===== src/logic/rdp_geom_pkg.sv =====
/*
 * Read datapath bus geometry
 * Describes how the half-rate AFI bus is built from DQ beats and groups.
 * The group count and width here are only the top-level defaults.
 */

`default_nettype none

package rdp_geom_pkg;

	// Memory clock cycles per AFI clock cycle at half rate
	localparam int AFI_RATE_RATIO = 2;

	// DDR gives two DQ beats per memory cycle, so four slots per AFI cycle
	localparam int NUM_TIME_SLOTS = 2 * AFI_RATE_RATIO;

	// The default interface has two DQS groups of eight DQ pins each
	localparam int DEF_NUM_DQS_GROUPS = 2;
	localparam int DEF_DQ_GROUP_WIDTH = 8;

endpackage

`default_nettype wire


===== src/logic/rdp_timing_pkg.sv =====
/*
 * Read datapath timing constants
 * Holds the latency counter width, the read FIFO depth and the
 * functions that place the on-die termination window around a read.
 */

`default_nettype none

package rdp_timing_pkg;

	// Width of the sequencer's read latency setting
	localparam int LATENCY_WIDTH = 5;

	// Depth of the request shifter, one tap per AFI cycle of latency
	localparam int DEF_MAX_READ_LATENCY = 16;

	// Memory read latency in memory clock cycles
	localparam int DEF_MEM_T_RL = 11;

	// Read FIFO depth must stay a power of two so the pointers wrap freely
	localparam int READ_FIFO_DEPTH = 8;
	localparam int READ_FIFO_ADDR_WIDTH = $clog2(READ_FIFO_DEPTH);

	// AFI cycles from a read request until termination must be released
	function automatic int oct_on_delay(input int t_rl);
		return (t_rl > 4) ? (t_rl - 4) / 2 : 0;
	endfunction

	// AFI cycles from a read request until termination may return
	function automatic int oct_off_delay(input int t_rl);
		return (t_rl + 6) / 2;
	endfunction

endpackage

`default_nettype wire


===== src/logic/read_return_if.sv =====
/*
 * Read return interface
 * Carries the common pop strobe from the latency shifter to every
 * group FIFO, and the popped heads on to the output mapper.
 */

`default_nettype none

interface read_return_if #(
	parameter int NUM_DQS_GROUPS = rdp_geom_pkg::DEF_NUM_DQS_GROUPS,
	parameter int DQ_GROUP_WIDTH = rdp_geom_pkg::DEF_DQ_GROUP_WIDTH
) ();

	// One pop pulse pops all groups in the same cycle
	logic rd_en;
	// Head entry of each group FIFO, valid combinationally
	logic [rdp_geom_pkg::NUM_TIME_SLOTS*DQ_GROUP_WIDTH-1:0] rd_data [NUM_DQS_GROUPS];
	logic [NUM_DQS_GROUPS-1:0] rd_empty;
	// Copy of the pop that qualifies the registered output data
	logic rd_fire;

	modport source_mp (output rd_en, output rd_fire);
	modport fifo_mp (input rd_en, output rd_data, output rd_empty);
	modport sink_mp (input rd_fire, input rd_data);

endinterface

`default_nettype wire


===== src/logic/read_capture.sv =====
/*
 * Read capture stage
 * Cuts the DDIO read bus into per-group beats and registers each beat
 * with its write strobe. The sequencer's FIFO reset is registered as
 * well, so that a clear reaches the FIFO on the same cycle as writes.
 */

`default_nettype none

module read_capture #(
	parameter int NUM_DQS_GROUPS = rdp_geom_pkg::DEF_NUM_DQS_GROUPS,
	parameter int DQ_GROUP_WIDTH = rdp_geom_pkg::DEF_DQ_GROUP_WIDTH
) (
	input  logic pll_afi_clk,
	input  logic reset_n_afi_clk,
	input  logic [NUM_DQS_GROUPS*rdp_geom_pkg::NUM_TIME_SLOTS*DQ_GROUP_WIDTH-1:0] ddio_phy_dq_i,
	input  logic [NUM_DQS_GROUPS-1:0] capture_valid_i,
	input  logic [NUM_DQS_GROUPS-1:0] seq_read_fifo_reset_i,
	output logic [NUM_DQS_GROUPS-1:0] wr_en_o,
	output logic [rdp_geom_pkg::NUM_TIME_SLOTS*DQ_GROUP_WIDTH-1:0] wr_data_o [NUM_DQS_GROUPS],
	output logic [NUM_DQS_GROUPS-1:0] fifo_clear_o
);

	// One group's beat holds all four time slots, slot 0 lowest
	localparam int BEAT_WIDTH = rdp_geom_pkg::NUM_TIME_SLOTS * DQ_GROUP_WIDTH;

	// Strobes and clears reach the FIFO bank one cycle after the inputs
	always_ff @(posedge pll_afi_clk or negedge reset_n_afi_clk)
	begin
		if (!reset_n_afi_clk)
		begin
			wr_en_o <= '0;
			fifo_clear_o <= '0;
		end
		else
		begin
			wr_en_o <= capture_valid_i;
			fifo_clear_o <= seq_read_fifo_reset_i;
		end
	end

	// The DDIO bus is ordered by group first, so each slice is contiguous
	always_ff @(posedge pll_afi_clk)
	begin
		for (int g = 0; g < NUM_DQS_GROUPS; g++)
		begin
			wr_data_o[g] <= ddio_phy_dq_i[g*BEAT_WIDTH +: BEAT_WIDTH];
		end
	end

	// A beat that lands in a FIFO while it is being cleared would be lost
	a_no_write_in_clear: assert property (@(posedge pll_afi_clk) disable iff (!reset_n_afi_clk)
		(wr_en_o & fifo_clear_o) == '0)
	else $error("read_capture: write strobe during FIFO clear");

endmodule

`default_nettype wire


===== src/logic/read_fifo_bank.sv =====
/*
 * Read FIFO bank
 * One flop-array FIFO per DQS group. Writes come from the capture
 * stage, and a single pop from the latency shifter drains all groups
 * together. Heads and empty flags are shown combinationally.
 */

`default_nettype none

module read_fifo_bank #(
	parameter int NUM_DQS_GROUPS = rdp_geom_pkg::DEF_NUM_DQS_GROUPS,
	parameter int DQ_GROUP_WIDTH = rdp_geom_pkg::DEF_DQ_GROUP_WIDTH
) (
	input  logic pll_afi_clk,
	input  logic reset_n_afi_clk,
	input  logic [NUM_DQS_GROUPS-1:0] wr_en_i,
	input  logic [rdp_geom_pkg::NUM_TIME_SLOTS*DQ_GROUP_WIDTH-1:0] wr_data_i [NUM_DQS_GROUPS],
	input  logic [NUM_DQS_GROUPS-1:0] fifo_clear_i,
	read_return_if.fifo_mp rdr
);

	localparam int BEAT_WIDTH = rdp_geom_pkg::NUM_TIME_SLOTS * DQ_GROUP_WIDTH;
	localparam int DEPTH = rdp_timing_pkg::READ_FIFO_DEPTH;
	localparam int AW = rdp_timing_pkg::READ_FIFO_ADDR_WIDTH;

	for (genvar g = 0; g < NUM_DQS_GROUPS; g++)
	begin : g_fifo
		logic [BEAT_WIDTH-1:0] mem [DEPTH];
		logic [AW-1:0] wr_ptr;
		logic [AW-1:0] rd_ptr;
		// One extra bit so that a full FIFO is told apart from an empty one
		logic [AW:0] count;

		// Pointers wrap on their own because the depth is a power of two
		always_ff @(posedge pll_afi_clk or negedge reset_n_afi_clk)
		begin
			if (!reset_n_afi_clk)
			begin
				wr_ptr <= '0;
				rd_ptr <= '0;
				count <= '0;
			end
			else if (fifo_clear_i[g])
			begin
				wr_ptr <= '0;
				rd_ptr <= '0;
				count <= '0;
			end
			else
			begin
				if (wr_en_i[g])
					wr_ptr <= wr_ptr + 1'b1;
				if (rdr.rd_en)
					rd_ptr <= rd_ptr + 1'b1;
				count <= count + (AW+1)'(wr_en_i[g]) - (AW+1)'(rdr.rd_en);
			end
		end

		always_ff @(posedge pll_afi_clk)
		begin
			if (wr_en_i[g])
				mem[wr_ptr] <= wr_data_i[g];
		end

		assign rdr.rd_data[g] = mem[rd_ptr];
		assign rdr.rd_empty[g] = (count == '0);

		// The shifter pops on a fixed latency, so data must already be here
		a_no_underflow: assert property (@(posedge pll_afi_clk) disable iff (!reset_n_afi_clk)
			rdr.rd_en |-> !rdr.rd_empty[g])
		else $error("read_fifo_bank: pop on empty FIFO %0d", g);

		a_no_overflow: assert property (@(posedge pll_afi_clk)
			disable iff (!reset_n_afi_clk || fifo_clear_i[g])
			(wr_en_i[g] && !rdr.rd_en) |-> (count != DEPTH))
		else $error("read_fifo_bank: write to full FIFO %0d", g);
	end

endmodule

`default_nettype wire


===== src/logic/read_latency_shifter.sv =====
/*
 * Read latency shifter
 * Delays the controller's read request by the latency that the
 * sequencer calibrated, then pops all group FIFOs at once. Several
 * requests may travel down the shifter at the same time.
 */

`default_nettype none

module read_latency_shifter #(
	parameter int MAX_READ_LATENCY = rdp_timing_pkg::DEF_MAX_READ_LATENCY
) (
	input  logic pll_afi_clk,
	input  logic reset_n_afi_clk,
	input  logic afi_rdata_en_full_i,
	input  logic [rdp_timing_pkg::LATENCY_WIDTH-1:0] seq_read_latency_i,
	read_return_if.source_mp rdr
);

	// Bit i holds the request made i+1 cycles ago
	logic [MAX_READ_LATENCY-1:0] req_shift_q;
	logic tap_hit;

	always_ff @(posedge pll_afi_clk or negedge reset_n_afi_clk)
	begin
		if (!reset_n_afi_clk)
			req_shift_q <= '0;
		else
			req_shift_q <= {req_shift_q[MAX_READ_LATENCY-2:0], afi_rdata_en_full_i};
	end

	// A latency of L selects the request issued L cycles before this one
	always_comb
	begin
		tap_hit = 1'b0;
		for (int i = 0; i < MAX_READ_LATENCY; i++)
		begin
			if (seq_read_latency_i == rdp_timing_pkg::LATENCY_WIDTH'(i + 1))
				tap_hit = req_shift_q[i];
		end
	end

	assign rdr.rd_en = tap_hit;
	assign rdr.rd_fire = tap_hit;

	// A request must always find a tap that it can come out of
	a_latency_range: assert property (@(posedge pll_afi_clk) disable iff (!reset_n_afi_clk)
		afi_rdata_en_full_i |->
		(seq_read_latency_i != '0 && int'(seq_read_latency_i) < MAX_READ_LATENCY))
	else $error("read_latency_shifter: latency %0d out of range", seq_read_latency_i);

endmodule

`default_nettype wire


===== src/logic/rdata_mapper.sv =====
/*
 * Read data mapper
 * Registers the popped beats of all groups and drives them in two
 * orders: the AFI bus by time slot then group, and the sequencer bus
 * by group then time slot.
 */

`default_nettype none

module rdata_mapper #(
	parameter int NUM_DQS_GROUPS = rdp_geom_pkg::DEF_NUM_DQS_GROUPS,
	parameter int DQ_GROUP_WIDTH = rdp_geom_pkg::DEF_DQ_GROUP_WIDTH
) (
	input  logic pll_afi_clk,
	input  logic reset_n_afi_clk,
	read_return_if.sink_mp rdr,
	output logic [NUM_DQS_GROUPS*rdp_geom_pkg::NUM_TIME_SLOTS*DQ_GROUP_WIDTH-1:0] afi_rdata_o,
	output logic [NUM_DQS_GROUPS*rdp_geom_pkg::NUM_TIME_SLOTS*DQ_GROUP_WIDTH-1:0]
		phy_mux_read_fifo_q_o,
	output logic afi_rdata_valid_o
);

	localparam int SLOTS = rdp_geom_pkg::NUM_TIME_SLOTS;
	localparam int BEAT_WIDTH = SLOTS * DQ_GROUP_WIDTH;
	// Width of one time slot across all groups on the AFI bus
	localparam int SLOT_WIDTH = NUM_DQS_GROUPS * DQ_GROUP_WIDTH;

	logic [BEAT_WIDTH-1:0] beat_q [NUM_DQS_GROUPS];

	// Data holds between pops, while valid only follows the pop itself
	always_ff @(posedge pll_afi_clk or negedge reset_n_afi_clk)
	begin
		if (!reset_n_afi_clk)
		begin
			afi_rdata_valid_o <= 1'b0;
			for (int g = 0; g < NUM_DQS_GROUPS; g++)
				beat_q[g] <= '0;
		end
		else
		begin
			afi_rdata_valid_o <= rdr.rd_fire;
			if (rdr.rd_fire)
			begin
				for (int g = 0; g < NUM_DQS_GROUPS; g++)
					beat_q[g] <= rdr.rd_data[g];
			end
		end
	end

	// ******************************************************************
	// Slot reordering
	// ******************************************************************
	for (genvar g = 0; g < NUM_DQS_GROUPS; g++)
	begin : g_group
		for (genvar t = 0; t < SLOTS; t++)
		begin : g_slot
			// AFI places all groups of one slot next to each other
			assign afi_rdata_o[t*SLOT_WIDTH + g*DQ_GROUP_WIDTH +: DQ_GROUP_WIDTH] =
				beat_q[g][t*DQ_GROUP_WIDTH +: DQ_GROUP_WIDTH];
			// The sequencer keeps each group's slots together, as captured
			assign phy_mux_read_fifo_q_o[g*BEAT_WIDTH + t*DQ_GROUP_WIDTH +: DQ_GROUP_WIDTH] =
				beat_q[g][t*DQ_GROUP_WIDTH +: DQ_GROUP_WIDTH];
		end
	end

endmodule

`default_nettype wire


===== src/logic/oct_control.sv =====
/*
 * On-die termination control
 * Keeps a short history of read requests and forces termination off
 * outside the window in which read data returns from the memory.
 */

`default_nettype none

module oct_control #(
	parameter int MEM_T_RL = rdp_timing_pkg::DEF_MEM_T_RL
) (
	input  logic pll_afi_clk,
	input  logic reset_n_afi_clk,
	input  logic afi_rdata_en_full_i,
	output logic force_oct_off_o
);

	// Window edges in AFI cycles after the request
	localparam int OCT_ON = rdp_timing_pkg::oct_on_delay(MEM_T_RL);
	localparam int OCT_OFF = rdp_timing_pkg::oct_off_delay(MEM_T_RL);

	logic [OCT_OFF-1:0] req_hist_q;
	// Tap k is the request made k cycles ago, tap 0 the current one
	logic [OCT_OFF:0] req_taps;

	assign req_taps = {req_hist_q, afi_rdata_en_full_i};

	// Termination stays on while any request sits between the two edges
	always_ff @(posedge pll_afi_clk or negedge reset_n_afi_clk)
	begin
		if (!reset_n_afi_clk)
		begin
			req_hist_q <= '0;
			force_oct_off_o <= 1'b0;
		end
		else
		begin
			req_hist_q <= req_taps[OCT_OFF-1:0];
			force_oct_off_o <= ~(|req_taps[OCT_OFF:OCT_ON]);
		end
	end

endmodule

`default_nettype wire


===== src/logic/read_datapath.sv =====
/*
 * DDR PHY read datapath, single AFI clock domain at half rate
 * Captures read beats per DQS group into FIFOs, pops them after the
 * calibrated latency, and returns them in AFI and sequencer order.
 */

`default_nettype none

module read_datapath #(
	parameter int NUM_DQS_GROUPS = rdp_geom_pkg::DEF_NUM_DQS_GROUPS,
	parameter int DQ_GROUP_WIDTH = rdp_geom_pkg::DEF_DQ_GROUP_WIDTH,
	parameter int MAX_READ_LATENCY = rdp_timing_pkg::DEF_MAX_READ_LATENCY,
	parameter int MEM_T_RL = rdp_timing_pkg::DEF_MEM_T_RL
) (
	input  logic pll_afi_clk,
	input  logic reset_n_afi_clk,
	input  logic [NUM_DQS_GROUPS*rdp_geom_pkg::NUM_TIME_SLOTS*DQ_GROUP_WIDTH-1:0] ddio_phy_dq_i,
	input  logic [NUM_DQS_GROUPS-1:0] capture_valid_i,
	input  logic [NUM_DQS_GROUPS-1:0] seq_read_fifo_reset_i,
	input  logic [rdp_timing_pkg::LATENCY_WIDTH-1:0] seq_read_latency_i,
	input  logic afi_rdata_en_full_i,
	output logic [NUM_DQS_GROUPS*rdp_geom_pkg::NUM_TIME_SLOTS*DQ_GROUP_WIDTH-1:0] afi_rdata_o,
	output logic [NUM_DQS_GROUPS*rdp_geom_pkg::NUM_TIME_SLOTS*DQ_GROUP_WIDTH-1:0]
		phy_mux_read_fifo_q_o,
	output logic afi_rdata_valid_o,
	output logic force_oct_off_o
);

	// Capture side to FIFO bank
	logic [NUM_DQS_GROUPS-1:0] cap_wr_en;
	logic [rdp_geom_pkg::NUM_TIME_SLOTS*DQ_GROUP_WIDTH-1:0] cap_wr_data [NUM_DQS_GROUPS];
	logic [NUM_DQS_GROUPS-1:0] cap_clear;

	read_return_if #(.NUM_DQS_GROUPS(NUM_DQS_GROUPS), .DQ_GROUP_WIDTH(DQ_GROUP_WIDTH)) rdr ();

	read_capture #(.NUM_DQS_GROUPS(NUM_DQS_GROUPS), .DQ_GROUP_WIDTH(DQ_GROUP_WIDTH)) u_capture (
		.pll_afi_clk(pll_afi_clk), .reset_n_afi_clk(reset_n_afi_clk),
		.ddio_phy_dq_i(ddio_phy_dq_i), .capture_valid_i(capture_valid_i),
		.seq_read_fifo_reset_i(seq_read_fifo_reset_i), .wr_en_o(cap_wr_en),
		.wr_data_o(cap_wr_data), .fifo_clear_o(cap_clear));

	read_fifo_bank #(.NUM_DQS_GROUPS(NUM_DQS_GROUPS), .DQ_GROUP_WIDTH(DQ_GROUP_WIDTH)) u_fifos (
		.pll_afi_clk(pll_afi_clk), .reset_n_afi_clk(reset_n_afi_clk), .wr_en_i(cap_wr_en),
		.wr_data_i(cap_wr_data), .fifo_clear_i(cap_clear), .rdr(rdr));

	read_latency_shifter #(.MAX_READ_LATENCY(MAX_READ_LATENCY)) u_shifter (
		.pll_afi_clk(pll_afi_clk), .reset_n_afi_clk(reset_n_afi_clk),
		.afi_rdata_en_full_i(afi_rdata_en_full_i), .seq_read_latency_i(seq_read_latency_i),
		.rdr(rdr));

	rdata_mapper #(.NUM_DQS_GROUPS(NUM_DQS_GROUPS), .DQ_GROUP_WIDTH(DQ_GROUP_WIDTH)) u_mapper (
		.pll_afi_clk(pll_afi_clk), .reset_n_afi_clk(reset_n_afi_clk), .rdr(rdr),
		.afi_rdata_o(afi_rdata_o), .phy_mux_read_fifo_q_o(phy_mux_read_fifo_q_o),
		.afi_rdata_valid_o(afi_rdata_valid_o));

	// Termination follows the request directly, not the popped data
	oct_control #(.MEM_T_RL(MEM_T_RL)) u_oct (
		.pll_afi_clk(pll_afi_clk), .reset_n_afi_clk(reset_n_afi_clk),
		.afi_rdata_en_full_i(afi_rdata_en_full_i), .force_oct_off_o(force_oct_off_o));

endmodule

`default_nettype wire


===== config.mk =====
export PLATFORM = sky130hd
export DESIGN_NAME = read_datapath
export DESIGN_NICKNAME = d
export VERILOG_FILES = /design/src/logic/rdp_geom_pkg.sv /design/src/logic/rdp_timing_pkg.sv /design/src/logic/read_return_if.sv /design/src/logic/read_capture.sv /design/src/logic/read_fifo_bank.sv /design/src/logic/read_latency_shifter.sv /design/src/logic/rdata_mapper.sv /design/src/logic/oct_control.sv /design/src/logic/read_datapath.sv
export SDC_FILE = /design/constraint.sdc
export NUM_CORES = 1
export LEC_CHECK = 0
export ABC_AREA = 1
export BUFFER_PORTS_ARGS = -buffer_cell sky130_fd_sc_hd__buf_2
export CAP_MARGIN = 20
export CORE_ASPECT_RATIO = 1.4
export CORE_MARGIN = 2
export CORE_UTILIZATION = 45
export CTS_BUF_LIST = sky130_fd_sc_hd__clkbuf_4 sky130_fd_sc_hd__clkbuf_8 sky130_fd_sc_hd__clkbuf_16
export DETAILED_ROUTE_END_ITERATION = 7
export MAX_ROUTING_LAYER = met4
export PLACE_DENSITY = 0.75
export REMOVE_ABC_BUFFERS = 1
export SYNTH_ARGS = -nofsm -noshare
export SYNTH_HDL_FRONTEND = slang
export SYNTH_SLANG_ARGS = --single-unit
export TNS_END_PERCENT = 1

===== constraint.sdc =====
create_clock -name pll_afi_clk -period 3.2 [get_ports pll_afi_clk]
set_input_delay 0.16 -clock pll_afi_clk [delete_from_list [all_inputs] [get_ports pll_afi_clk]]
set_output_delay 0.16 -clock pll_afi_clk [all_outputs]
set_load 0.05 [all_outputs]

=== After elaboration in Yosys (flattened, before gate mapping) ===
Memory sizes are Yosys's and may differ from the RTL's. A register that Yosys moved wholly into a read port is not among the register bits.
Cells that the tools add are included.

* Flip-flop bits (word level): 106
* Bits in writable memories: 512
* Bits of input ports: 76
* Output and inout port bits: 130
* Word-level logic and storage cells: 70
* Memories kept: 2

{| class="wikitable"
|+ Memories
! name !! depth !! bits a word !! read ports !! clocked after memory_dff !! wr ports !! line !! source
|-
| u_fifos.g_fifo[0].mem || 8 || 32 || 1 || 1 || 1 || read_fifo_bank.sv:28 || <nowiki>logic [BEAT_WIDTH-1:0] mem [DEPTH];</nowiki>
|-
| u_fifos.g_fifo[1].mem || 8 || 32 || 1 || 1 || 1 || read_fifo_bank.sv:28 ||
|}

* Add/subtract/negate cells: 4
* Equal/unequal tests: 16
* Multiplexer cells: 28
* Bitwise logic cells: 1
* Reduce and logical (&&, ||, !) cells: 7

{| class="wikitable"
|+ Operators with widths
! kind !! number
|-
| $eq A5 B4 Y1 const B || 8
|-
| $mux W3 || 8
|-
| $eq A5 B3 Y1 const B || 4
|-
| $mux W1 || 20
|-
| $add A3 B1 Y3 const B || 4
|-
| $eq A5 B2 Y1 const B || 2
|-
| $reduce_bool A2 Y1 || 4
|-
| $reduce_or A6 Y1 || 1
|-
| $eq A5 B1 Y1 const B || 1
|-
| $eq A5 B5 Y1 const B || 1
|-
| $logic_not A1 Y1 || 2
|-
| $not A1 Y1 || 1
|}

=== Depth between registers and ports, before layout ===
Gate-level depths: netlist of run 1.

* Depth after elaboration: 19
* Gate-level depth with buffers: 16
* Mapped depth without buffers: 15

=== Hierarchy ===
From an unflattened synthesis of run 1, not the netlist that was laid out.

* Cell total of the unflattened synthesis: 2845
* Area total of the unflattened synthesis: 28627.5 um^2

{| class="wikitable"
|+ By module, submodules not included
! module !! times used !! cells each !! area an instance (um^2) !! seq. area each (um^2)
|-
| read_fifo_bank || 1 || 2362 || 23384.9 || 15875.2
|-
| rdata_mapper || 1 || 335 || 2951.6 || 1626.6
|-
| read_capture || 1 || 68 || 1381.3 || 1381.3
|-
| read_latency_shifter || 1 || 66 || 663.1 || 400.4
|-
| oct_control || 1 || 14 || 246.5 || 225.2
|}

=== Least setup slack after synthesis of run 1 ===
Ideal clock, no wire load.

* Path type: register to register
* Start point: register u_capture.wr_en_o[0]
* End point: memory u_fifos.g_fifo[0].mem[0][0] in the netlist's numbering (enable)
* Library setup time: 0.421 ns
* Data arrival time: 2.086 ns
* Data required time: 2.779 ns
* Path slack: 0.693 ns
* Stages on the path, launching flop included: 4
* Buffers on the path: 0
* Period minus slack after synthesis: 2.507 ns
* Path through: dfrtp_1 > inv_1 > or2_2 > nor2_1

* Cells in the longest elaborated chain, start to end: 2

{| class="wikitable"
|+ Ends and longest elaborated chain
! item !! line !! source
|-
| start, declared || read_capture.sv:19 || <nowiki>output logic [NUM_DQS_GROUPS-1:0] wr_en_o,</nowiki>
|-
| start signal, assigned || read_capture.sv:37 || <nowiki>wr_en_o <= capture_valid_i;</nowiki>
|-
| $mux W1 || read_fifo_bank.sv:61 || <nowiki>if (wr_en_i[g])</nowiki>
|-
| $mux W1 (implied by the code) || read_fifo_bank.sv:62 || <nowiki>mem[wr_ptr] <= wr_data_i[g];</nowiki>
|-
| end, declared || read_fifo_bank.sv:28 ||
|}

No other way between the ends.

==> results of run 1 <==
-- kinds of logic after synthesis --
kind of cell	synth area share (%)
AOI/OAI and AO/OA	9.33
xor gates and xnor gates	0.0690
adders and majority gates	0.197
buffers and inverters	4.38
DFF	75.3
and+or+nand+nor	10.7
-- metrics by stage --
stage / TNS [ns] / setup WS, ns / hold slack, ns / utilization (%)
floorplan: -130.18 / -1.97 / -0.136 / -
global placement: 0 / 0.876 / 0.166 / 47.9
detailed placement: 0 / 0.798 / 0.171 / 47.9
CTS: 0 / 0.834 / 0.0775 / 52.9
global route: 0 / 0.590 / 0.113 / 52.9
finish: 0 / 0.838 / 0.0985 / 52.9
-- state kept, by name, indices dropped and copies added, names as in the netlist --
register and count:
u_fifos.g_fifo.rd_ptr 6, u_capture.wr_data_o 64, u_oct.force_oct_off_o 1, u_capture.fifo_clear_o 2, u_mapper.afi_rdata_o 64, u_capture.wr_en_o 2
u_shifter.req_shift_q 13, u_oct.req_hist_q 3, u_fifos.g_fifo.wr_ptr 6, u_fifos.g_fifo.mem 512, u_mapper.afi_rdata_valid_o 1
-- layout make-up --
type | instances | area, µm² | area share, %
Clock inverter | 30 | 340 | 1.15
Timing Repair Buffer | 317 | 2140 | 7.20
Clock buffer | 85 | 1790 | 6.04
Sequential cell | 674 | 19100 | 64.4
Multi-Input combinational cell | 1078 | 5280 | 17.8
Inverter | 27 | 105 | 0.354
Tap cell | 735 | 920 | 3.10
-- worst paths after layout --
check	start	to	slack, ns	cells past startpoint
worst max-delay path	u_fifos.g_fifo[0].rd_ptr[0]$_DFFE_PN0P_	u_mapper.afi_rdata_o[32]$_DFFE_PN0P_	0.84	7
worst min-delay path	reset_n_afi_clk	u_mapper.afi_rdata_o[21]$_DFFE_PN0P_	0.1	2
worst max register to register	u_fifos.g_fifo[0].rd_ptr[0]$_DFFE_PN0P_	u_mapper.afi_rdata_o[32]$_DFFE_PN0P_	0.84	7
worst min register to register	u_shifter.req_shift_q[8]$_DFF_PN0_	u_shifter.req_shift_q[9]$_DFF_PN0_	0.38	0
max in group asynchronous	reset_n_afi_clk	u_mapper.afi_rdata_o[58]$_DFFE_PN0P_	2.39	3
min in group pll_afi_clk	ddio_phy_dq_i[38]	u_capture.wr_data_o[6]$_DFF_P_	0.18	2
-- routing by layer --
layer,wire (µm),GRT usage (%),up-vias
met3,3250,2.69,143
met1,22100,23.4,7934
met4,1710,7.01,0
met2,29300,34.5,602
li1,-,-,7369
met5,0,-,-
-- cell usage after synthesis, types with 2 or more instances --
master / instances
nor2_1: 157
nand3_1: 78
dfrtp_1: 98
a21oi_1: 66
nand2_1: 427
nand4_1: 7
inv_2: 3
xor2_1: 2
edfxtp_1: 512
buf_4: 71
o21ai_0: 195
buf_2: 15
clkbuf_1: 77
nand2_2: 2
a211oi_1: 2
or2_2: 2
a32o_1: 64
dfxtp_1: 64
o22ai_1: 64
inv_1: 22
buf_1: 9
ha_1: 4
buf_6: 7
clkinv_1: 2
-- power by group through the flow --
stage               Sequential [mW]  Clock [mW]  Combinational [mW]
floorplan                      12.4           0               0.936
finish                         10.3        7.58                4.09
detailed placement             10.5           0                4.03
global route                   10.4        8.05                4.36
global placement               10.5           0                3.99
CTS                            10.3        7.72                4.11
==> results summary, run 1 <==
The core footprint is 56100 µm². Leaving out filler cells and counting taps, the final layout contains between 2000 and 3000. The number of enable flip-flop cells after synthesis is roughly 510. The portion of total power attributed to combinational logic came out at 18.6%. The post-route DRC violation count is 0. The share of post-route cells with drive strength above 1 is 17.6%. The height of the die came out at about 280 µm.

The number of distinct library cells after synthesis came out at 32. From synthesis to final layout, the design area changed by 17.0%. The total wire length after detailed routing is 56.4 mm. In the final routed layout, each cell accounts on average for around 19 µm. The top achievable clock speed is roughly 0.42 GHz.

Counting flops with an async set or reset pin after synthesis yields a share of between 10% and 20%. The cell at the root of the clock tree is clkbuf_16. The total power is between 20 and 25 mW.

The power per cell area came out at about 740 nW/µm². The fraction of power spent switching nets is around 30%. The clock power share came out at around a third.

The largest area contributor in the synthesized netlist is edfxtp_1. IR analysis of the VDD net gives a maximum drop of 646 µV. The buffer levels on the longest clock path came out at 3.

In this run, CTS created clock tree buffers numbering 61. The maximum net fanout on the critical path is 61. The number of setup buffers added after CTS is 0. The effective utilization at floorplan is 45.3%. For this block, the initial DRC count from the detailed router was around 1200. The worst-path cell with the longest stage delay is dfrtp_4. The half-perimeter wire length after detailed placement is 31.6 mm. Setup repair after global routing left no endpoint under its margin. The number of pins with negative max-slew slack in the final report was 0. The signal on the critical path passes through inv_4 -> buf_4 -> nand2_1 -> a32o_1 -> o21ai_0 -> nand2_1 -> nand2_1. The worst-case headroom to the max-slew limit came out at a little under a third. Input and output buffers added on the ports amount to about 210. The commonest non-fill, non-tap cell in the layout is edfxtp_1. In this design, the largest share of critical-path delay is due to buffers and inverters. The final critical path takes up approximately three quarters of the cycle. The clock-pin slew of the registers on the worst-case setup and hold paths came out at approximately 0.06 ns. The net switching power came out at about 6.6 mW. The final layout net count came out at ~2200. The mapped cell area came out at approximately 25000 µm².

The floorplan row count is 103. The number of clock sinks is between 600 and 700. The die is ~200 µm wide. The CTS H-tree depth is 2.

STA classifies the critical path endpoint as a register. The remaining antenna violation count is 0. The number of placed instances with taps included came out at approximately 2800. The first-pass GRT wire length came out at roughly 87 mm. The area of the die is slightly below 60000 µm².

The count of boundary I/O pins came out at roughly 200. The post-route clock skew came out at about 0.019 ns. The placement-stage cell area came out at approximately 27000 µm².

The detailed-route via count is about 16000. The critical path required time came out at 3.75 ns. The maximum single-stage delay on the critical path is 0.69 ns. The total of hold buffers inserted after clock tree synthesis came out at 70. The critical path launch point type is a register. Counting every instance in the synthesized netlist gives 1958. The first-pass detailed-route iteration total came out at 5. The via count of the first global-routing pass is 16200.

The path class of the tightest hold or removal check is in -> async. The most used flip-flop cell after synthesis is edfxtp_1. The later-pin clock latency in the skew report is 0.61 ns. During synthesis, Yosys emitted a total of 0 warnings. The measured slew at the worst slew-check pin is about 1.0 ns.

With fillers left out, the area of the finished cells amounts to ~30000 µm². The top cell type by area accounts for 60.6% of the synthesized area. The number of antenna violations at the first check in global routing is 0.

The library cells used most frequently in the layout, excluding fill and tap cells, are 512 x edfxtp_1, 427 x nand2_1, 204 x buf_2. Ranked by total cell area, the synthesized netlist is headed by edfxtp_1 61%, dfrtp_1 9.7%, nand2_1 6.3%, dfxtp_1 5.0%, o21ai_0 3.8%. The combined buffer and inverter count along the critical path is 2. The antenna diode count is 0. The count of endpoints failing hold in the final timing report came out at 0. Internal power comes to 15.3 mW. The count of max-cap constraint violations is 0.

The largest net degree at the start of global routing is between 100 and 150. The number of resized instances in the post-cts repair step came out at 0. The CTS tree is yes. Of the total power, registers draw between 40 and 50%. The part of the Yosys area used for sequential elements came out at roughly 75%. The worst setup path is of the reg -> reg kind. Global routing finished with a remaining overflow of 0. The congestion estimate from routability-driven global placement came to 0.796. The count of final setup violators is 0. The cell that appears most often on the critical path is nand2_1.

The run finished with clean final reports. Synthesis inferred a little under 700 register bits. The overall track demand over capacity in global routing came out at approximately a fifth. Each instance of the synthesized netlist takes up on average around 13 µm². The leakage power summed over all cells came out at 11.5 nW. For the finished layout, the period the worst path requires is about 2.4 ns. The arrival time at the worst endpoint came out at between 2 and 3 ns. The number of inserted filler cells in the final layout is approximately 4500. The via count normalized by instance count came out at 5.45.
No activity file was read; power rests on OpenSTA's default activity.
==> inputs of run 2 (changes only) <==
==> constraint.sdc (replaced) <==
create_clock -name pll_afi_clk -period 2.4 [get_ports pll_afi_clk]
set_input_delay 0.12 -clock pll_afi_clk [delete_from_list [all_inputs] [get_ports pll_afi_clk]]
set_output_delay 0.12 -clock pll_afi_clk [all_outputs]
set_load 0.05 [all_outputs]
==> results summary, run 2 (synthesis gave the netlist of run 1 again) <==
After clock tree synthesis, the setup repair step added 0 buffers. The final critical path takes up about four fifths of the cycle. The measured slew at the worst slew-check pin is between 0.6 and 0.7 ns. The post-route core utilization came out at between 50% and 60%. The power per cell area came out at just under 1000 nW/µm².

The floorplan step defined a die boundary enclosing roughly 58000 µm². The clock-pin slew of the registers on the worst-case setup and hold paths is 0.07 ns. At the end of routability-driven placement, the weighted congestion stood at between 0.8 and 0.9. For the worst-skew pair, the clock arrives at the later sink with an insertion delay of about 0.63 ns.

The number of placed instances with taps included came out at between 2000 and 3000. TritonCTS built the clock tree. The maximum net fanout on the critical path came out at 70.

The number of inserted filler cells in the final layout is ~4600. The endpoint of the worst-slack reg-to-reg timing path is u_fifos.g_fifo[1].rd_ptr[1]$_DFFE_PN0P_. The die extent in x came out at around 200 µm. The setup path with the least slack is of type reg -> reg. The count of max-cap constraint violations is 0. The worst IR drop on VDD is between 1000 and 1500 µV. Setup repair after global routing left no endpoint under its margin. The floorplan row count came out at ~100. The share of total power dissipated in the clock network is about a third.

The via count normalized by instance count came out at ~5.4. The non-filler instance count after layout came out at ~3000. The cell at the root of the clock tree is clkbuf_16. TritonCTS created just over 60 clock buffers. The leakage power summed over all cells came out at approximately 12 nW. The flop-to-flop setup slack is about 0.47 ns. The top achievable clock speed is 0.519 GHz. The overall track demand over capacity in global routing is about 20%. The violation count after the first detailed-routing iteration came out at roughly 1100. The part of the total power dissipated in sequential elements is a little under half. The arrival time at the worst endpoint is ~2.5 ns. The remaining antenna violation count is 0. Counting along the longest clock path gives a buffer depth of 3. The overflow left after global routing came out at 0.

The height of the die came out at approximately 280 µm. Combinational logic burns about a fifth of the power. The via count of the first global-routing pass is about 16000.

The critical path launch point type is a register. The run finished with clean final reports. The fraction of power spent switching nets is roughly 31%.

The register with the highest flop count is u_fifos.g_fifo.mem. The first-pass detailed-route iteration total came out at 5. Detailed placement finished with a half-perimeter wire length of 31.1 mm. The total wire length after detailed routing came out at roughly 57 mm.

The layout overhead on the synthesized area came out at 18.0%. The final layout net count came out at approximately 2200. The H-tree was split into 2 levels. The worst slack at placement came out at 0.468 ns. The commonest non-fill, non-tap cell in the layout is edfxtp_1. The post-route clock skew is around 0.022 ns.

Cells with a size suffix above 1 make up 17.6% of the layout. The total of hold buffers inserted after clock tree synthesis came out at 70. The effective utilization at floorplan came out at a little under half. The largest net degree at the start of global routing came out at 131. The total power came out at about 29 mW. The number of clock sinks is roughly 670. The post-route DRC violation count is 0.

The count of input and output buffers is roughly 210. The count of boundary I/O pins came out at 206. The routed design could run at a clock period as short as a little under 2 ns. Dividing the detail-routed wire length by the instance count gives 19.2 µm.

The count of endpoints failing hold in the final timing report is 0. The detailed-route via count came out at approximately 16000. The number of resized instances in the post-cts repair step is 0.

Internal power comes to 20.1 mW. The net switching power came out at between 8 and 9 mW. For the worst setup path, the data required time is around 3.0 ns.

The number of antenna violations at the first check in global routing is 0. The register with the most flip-flops in the layout has between 500 and 600 of them. The number of pins with negative max-slew slack in the final report came out at 0. The library cells used most frequently in the layout, excluding fill and tap cells, are 512 x edfxtp_1, 427 x nand2_1, 204 x buf_2. The worst slack on hold paths is about 0.023 ns. The worst setup path is captured at a register. The final worst slack is 0.474 ns. The min-delay analysis places its worst path in the category in -> async. The first global-routing pass estimated a little under 90 mm of wire. Measured in cells, the most critical reg-to-reg path has a length of 16.

The worst-case headroom to the max-slew limit is 57.4%. The floorplan step defined a core boundary enclosing about 56000 µm². The worst reg2reg path startpoint is u_oct.req_hist_q[0]$_DFF_PN0_. The count of final setup violators came out at 0.
[run 2: per-layer routing]
layer  up-vias  wire, µm  track usage, %
met5         -         0               -
met4         0      1480            6.83
met3        98      3120            2.45
met2       559     29900            35.1
met1      7996     22200            23.9
li1       7386         -               -
[run 2: power groups by stage]
| stage | logic (mW) | clock network (mW) | registers [mW] |
|---|---|---|---|
| 2_1_floorplan | 1.25 | 0 | 16.5 |
| 3_5_place_dp | 5.48 | 0 | 14.0 |
| 3_3_place_gp | 5.41 | 0 | 14.0 |
| 4_1_cts | 5.59 | 9.94 | 13.8 |
| 5_1_grt | 5.90 | 10.4 | 13.8 |
| 6_report | 5.56 | 9.77 | 13.7 |
[run 2: worst max-delay path by stage]
stage	from	endpoint	slack (ns)	depth (start not counted)
6_report	u_oct.req_hist_q[0]$_DFF_PN0_	u_fifos.g_fifo[1].rd_ptr[1]$_DFFE_PN0P_	0.47	16
5_1_grt	u_oct.req_hist_q[0]$_DFF_PN0_	u_fifos.g_fifo[1].rd_ptr[1]$_DFFE_PN0P_	0.24	16
3_3_place_gp	u_oct.req_hist_q[4]$_DFF_PN0_	u_fifos.g_fifo[1].rd_ptr[0]$_DFFE_PN0P_	0.53	16
2_1_floorplan	u_fifos.g_fifo[0].rd_ptr[0]$_DFFE_PN0P_	u_mapper.afi_rdata_o[0]$_DFFE_PN0P_	-2.77	7
4_1_cts	u_fifos.g_fifo[0].rd_ptr[0]$_DFFE_PN0P_	u_mapper.afi_rdata_o[37]$_DFFE_PN0P_	0.46	7
3_5_place_dp	u_fifos.g_fifo[0].rd_ptr[0]$_DFFE_PN0P_	u_mapper.afi_rdata_o[37]$_DFFE_PN0P_	0.47	7
[run 2: layout make-up]
cell class                 count  area (µm²)  area share (%)
tap                          735         920            3.07
clock inverter                36         349            1.17
timing repair buffer         318        2460            8.21
inverter                      27         105           0.351
antenna                        1        2.50         0.00836
clock buffer                  80        1710            5.70
sequential                   674       19100            63.9
multi-input combinational   1078        5280            17.6
[run 2: stage by stage]
step	TNS (ns)	instance area [µm²]
3_3_place_gp	0	27200
5_1_grt	0	29900
3_5_place_dp	0	27200
2_1_floorplan	-214.24	24400
4_1_cts	0	29900
6_report	0	29900
[run 2: worst max-delay path: stages (launching register included)]
cell	delay, ns
dfrtp_1	0.38
inv_1	0.06
nand2_1	0.05
nand3_1	0.08
nand2_1	0.05
inv_1	0.06
nand3_1	0.06
nand2_1	0.06
nand2_1	0.04
nand2_1	0.05
nand3_1	0.07
nand2_2	0.10
nand2_2	0.07
nand2_4	0.06
buf_12	0.34
nand4_1	0.15
nand2_1	0.11
==> inputs of run 3 (changes only) <==
--- a/config.mk
+++ b/config.mk
@@ -14,7 +14,7 @@
 export CTS_BUF_LIST = sky130_fd_sc_hd__clkbuf_4 sky130_fd_sc_hd__clkbuf_8 sky130_fd_sc_hd__clkbuf_16
 export DETAILED_ROUTE_END_ITERATION = 7
 export MAX_ROUTING_LAYER = met4
-export PLACE_DENSITY = 0.75
+export PLACE_DENSITY = 0.77
 export REMOVE_ABC_BUFFERS = 1
 export SYNTH_ARGS = -nofsm -noshare
 export SYNTH_HDL_FRONTEND = slang
==> constraint.sdc (replaced) <==
create_clock -name pll_afi_clk -period 1.7 [get_ports pll_afi_clk]
set_input_delay 0.085 -clock pll_afi_clk [delete_from_list [all_inputs] [get_ports pll_afi_clk]]
set_output_delay 0.085 -clock pll_afi_clk [all_outputs]
set_load 0.05 [all_outputs]
==> results summary, run 3 (synthesis gave the netlist of run 1 again) <==
The final worst slack came out at -0.0157 ns. The overflow left after global routing is 0. The violation count after the first detailed-routing iteration is 1115. The H-tree was split into 3 levels. Counting every sink on the clock net gives approximately 670. The core footprint is approximately 56000 µm². The height of the die came out at about 280 µm. The average routed wire per standard cell came out at slightly below 20 µm. Counting cells, the worst reg-to-reg path comes to 16.

The worst path in the final design needs a cycle of 1.72 ns, including I/O delays and setup. The worst reg2reg path startpoint is u_oct.req_hist_q[0]$_DFF_PN0_. The number of pins with negative max-slew slack in the final report came out at 0.

The clock-pin slew of the registers on the worst-case setup and hold paths came out at 0.06 ns. The final instance area is 30700 µm². The top achievable clock speed came out at slightly below 0.6 GHz. The worst-case headroom to the max-slew limit came out at 58.2%.

The buffer levels on the longest clock path is 3. The cell occurring most often along the worst timing path is nand2_1. The analysis attributes to cell leakage a power of 11.9 nW.

The number of antenna violations at the first check in global routing is 1. The path class of the tightest hold or removal check is in -> async. The area of the die came out at 58300 µm². STA classifies the critical path endpoint as a register. The post-route clock skew is 0.0156 ns. u_fifos.g_fifo.mem holds more flip-flops than any other register.

The worst slack on hold paths came out at ~0.084 ns. After layout, the worst path uses 101% of the clock period. The first-pass GRT wire length is around 89 mm.

The floorplan row count is between 100 and 150. The maximum single-stage delay on the critical path is around 0.38 ns. The checks that failed: negative setup slack. Setup violations remaining at the end of the flow were counted as 7. The layout overhead on the synthesized area came out at 21.0%. The count of input and output buffers came out at 205. Across the run, the number of max-cap violations was 0. The final layout net count came out at roughly 2300. After detailed routing, the number of vias per cell comes to roughly 5.4. The count of boundary I/O pins came out at about 200. At the end of routability-driven placement, the weighted congestion stood at about 0.82.

The number of inserted filler cells in the final layout came out at approximately 4400. For this design the ratio of total power to cell area is around 1400 nW/µm². The post-route netlist has 19.9% of its cells at a drive strength greater than 1.

The first-pass detailed-route iteration total is 5. In this run the worst path has a maximum fanout of 29. Once detail routing completed, the nets flagged for antenna violations numbered 0. Detailed routing inserted a total of around 16000 vias. Setup repair after global routing could not meet its margin everywhere. The via count of the first global-routing pass came to ~16000. The effective utilization at floorplan came out at between 40% and 50%. The library cell used most frequently in the layout, excluding fill and tap cells, is edfxtp_1. The worst-path cell with the longest stage delay is dfrtp_1.

Global routing consumed, over all layers together, ~20% of the routing resources. The library cells used most frequently in the layout, excluding fill and tap cells, are 512 x edfxtp_1, 421 x nand2_1, 204 x buf_2. Summing all flip-flop and latch instances after layout gives ~19000 µm².

The cell at the root of the clock tree is clkbuf_16. The placement-stage cell area came out at between 20000 and 30000 µm². The die extent in x came out at about 200 µm. The run finished, with violations left. Across the VDD grid, the largest voltage drop is approximately 1300 µV.

The routed design has ~58 mm of wire. The half-perimeter wire length after detailed placement came out at about 34 mm. The critical path goes through inv_1 -> nand2_1 -> nand3_1 -> nand2_1 -> inv_1 -> nand3_1 -> nand2_1 -> nand2_1 -> nand2_1 -> nand3_2 -> nand2_2 -> nand2_2 -> nand2_4 -> buf_12 -> nand3_1 -> nand2_1.

The multi-input combinational cell area is between 5000 and 6000 µm². The measured slew at the worst slew-check pin came out at roughly 0.63 ns. The arrival time at the worst endpoint came out at roughly 2.2 ns.

The critical path starts at u_oct.req_hist_q[0]$_DFF_PN0_. STA classifies the critical path startpoint as a register. The number of buffers inserted during clock tree synthesis is 66. The register with the most flip-flops in the layout has roughly 510 of them. The count of endpoints failing hold in the final timing report came out at 0. The critical path required time came out at about 2.2 ns. The critical path is of the reg -> reg type. After detailed routing, the number of remaining DRC violations is 0. The CTS tree is yes. The later-pin clock latency in the skew report came out at 0.59 ns.

The largest net degree at the start of global routing is just under 60.
run 3: worst max-delay path: cells and delay by family (launching register included):
kind                   cells  cell delay, ns
AND/OR/NAND/NOR           13            0.95
flip-flops                 1            0.38
buffers and inverters      3            0.30
run 3: path summary, 6_finish.rpt:
check | end | slack (ns)
worst max-delay path | u_mapper.afi_rdata_o[5]$_DFFE_PN0P_ | -0.02
worst min register to register | u_shifter.req_shift_q[9]$_DFF_PN0_ | 0.38
min in group pll_afi_clk | u_capture.wr_data_o[23]$_DFF_P_ | 0.13
worst min-delay path | u_mapper.afi_rdata_o[57]$_DFFE_PN0P_ | 0.08
worst max register to register | u_mapper.afi_rdata_o[5]$_DFFE_PN0P_ | -0.02
max in group asynchronous | u_fifos.g_fifo[0].rd_ptr[0]$_DFFE_PN0P_ | 1.36
run 3: metrics by stage:
| step | std cells | setup TNS [ns] | worst slack, ns | utilization (%) | power [mW] |
|---|---|---|---|---|---|
| 2_1_floorplan | 1779 | -597.84 | -3.47 | - | 25.1 |
| 3_3_place_gp | 2794 | -0.0417 | -0.0278 | 49.2 | 27.5 |
| 3_5_place_dp | 2794 | -0.198 | -0.0398 | 49.2 | 27.7 |
| 4_1_cts | 2986 | -0.475 | -0.0371 | 54.7 | 42.9 |
| 5_1_grt | 2987 | -7.98 | -0.154 | 54.8 | 44.1 |
| 6_report | 2987 | -0.0544 | -0.0157 | 54.8 | 42.6 |
run 3: what timing repair did:
item / in CTS / in global routing
buffers inserted: 0 / 0
endpoints found under the setup margin: 39 / 90
hold endpoints to repair: 167 / 0
gates resized for setup: 9 / 16
hold buffers: 71 / 0
cloned: 0 / 0
run 3: power breakdown:
group	total (mW)	switching, mW	internal, mW
combinational	8.05	6.06	1.99
clock	15.2	6.18	8.98
sequential	19.4	0.758	18.7
total	42.6	13.0	29.6
run 3: metal layers:
layer	share of wire (%)	wire length, µm	global-route usage, %	up-vias
li1	-	-	-	7456
met5	0	0	-	-
met4	2.3	1350	7.39	0
met3	6.3	3640	3.07	116
met1	37	21600	23.1	7990
met2	54	31200	36.4	631
run 3: cell type report:
type                       count  area share [%]
tap                          735            3.00
multi-input combinational   1078            17.4
sequential                   674            62.3
clock inverter                33            1.04
inverter                      27           0.346
antenna                        1         0.00815
timing repair buffer         351            9.43
clock buffer                  88            6.52
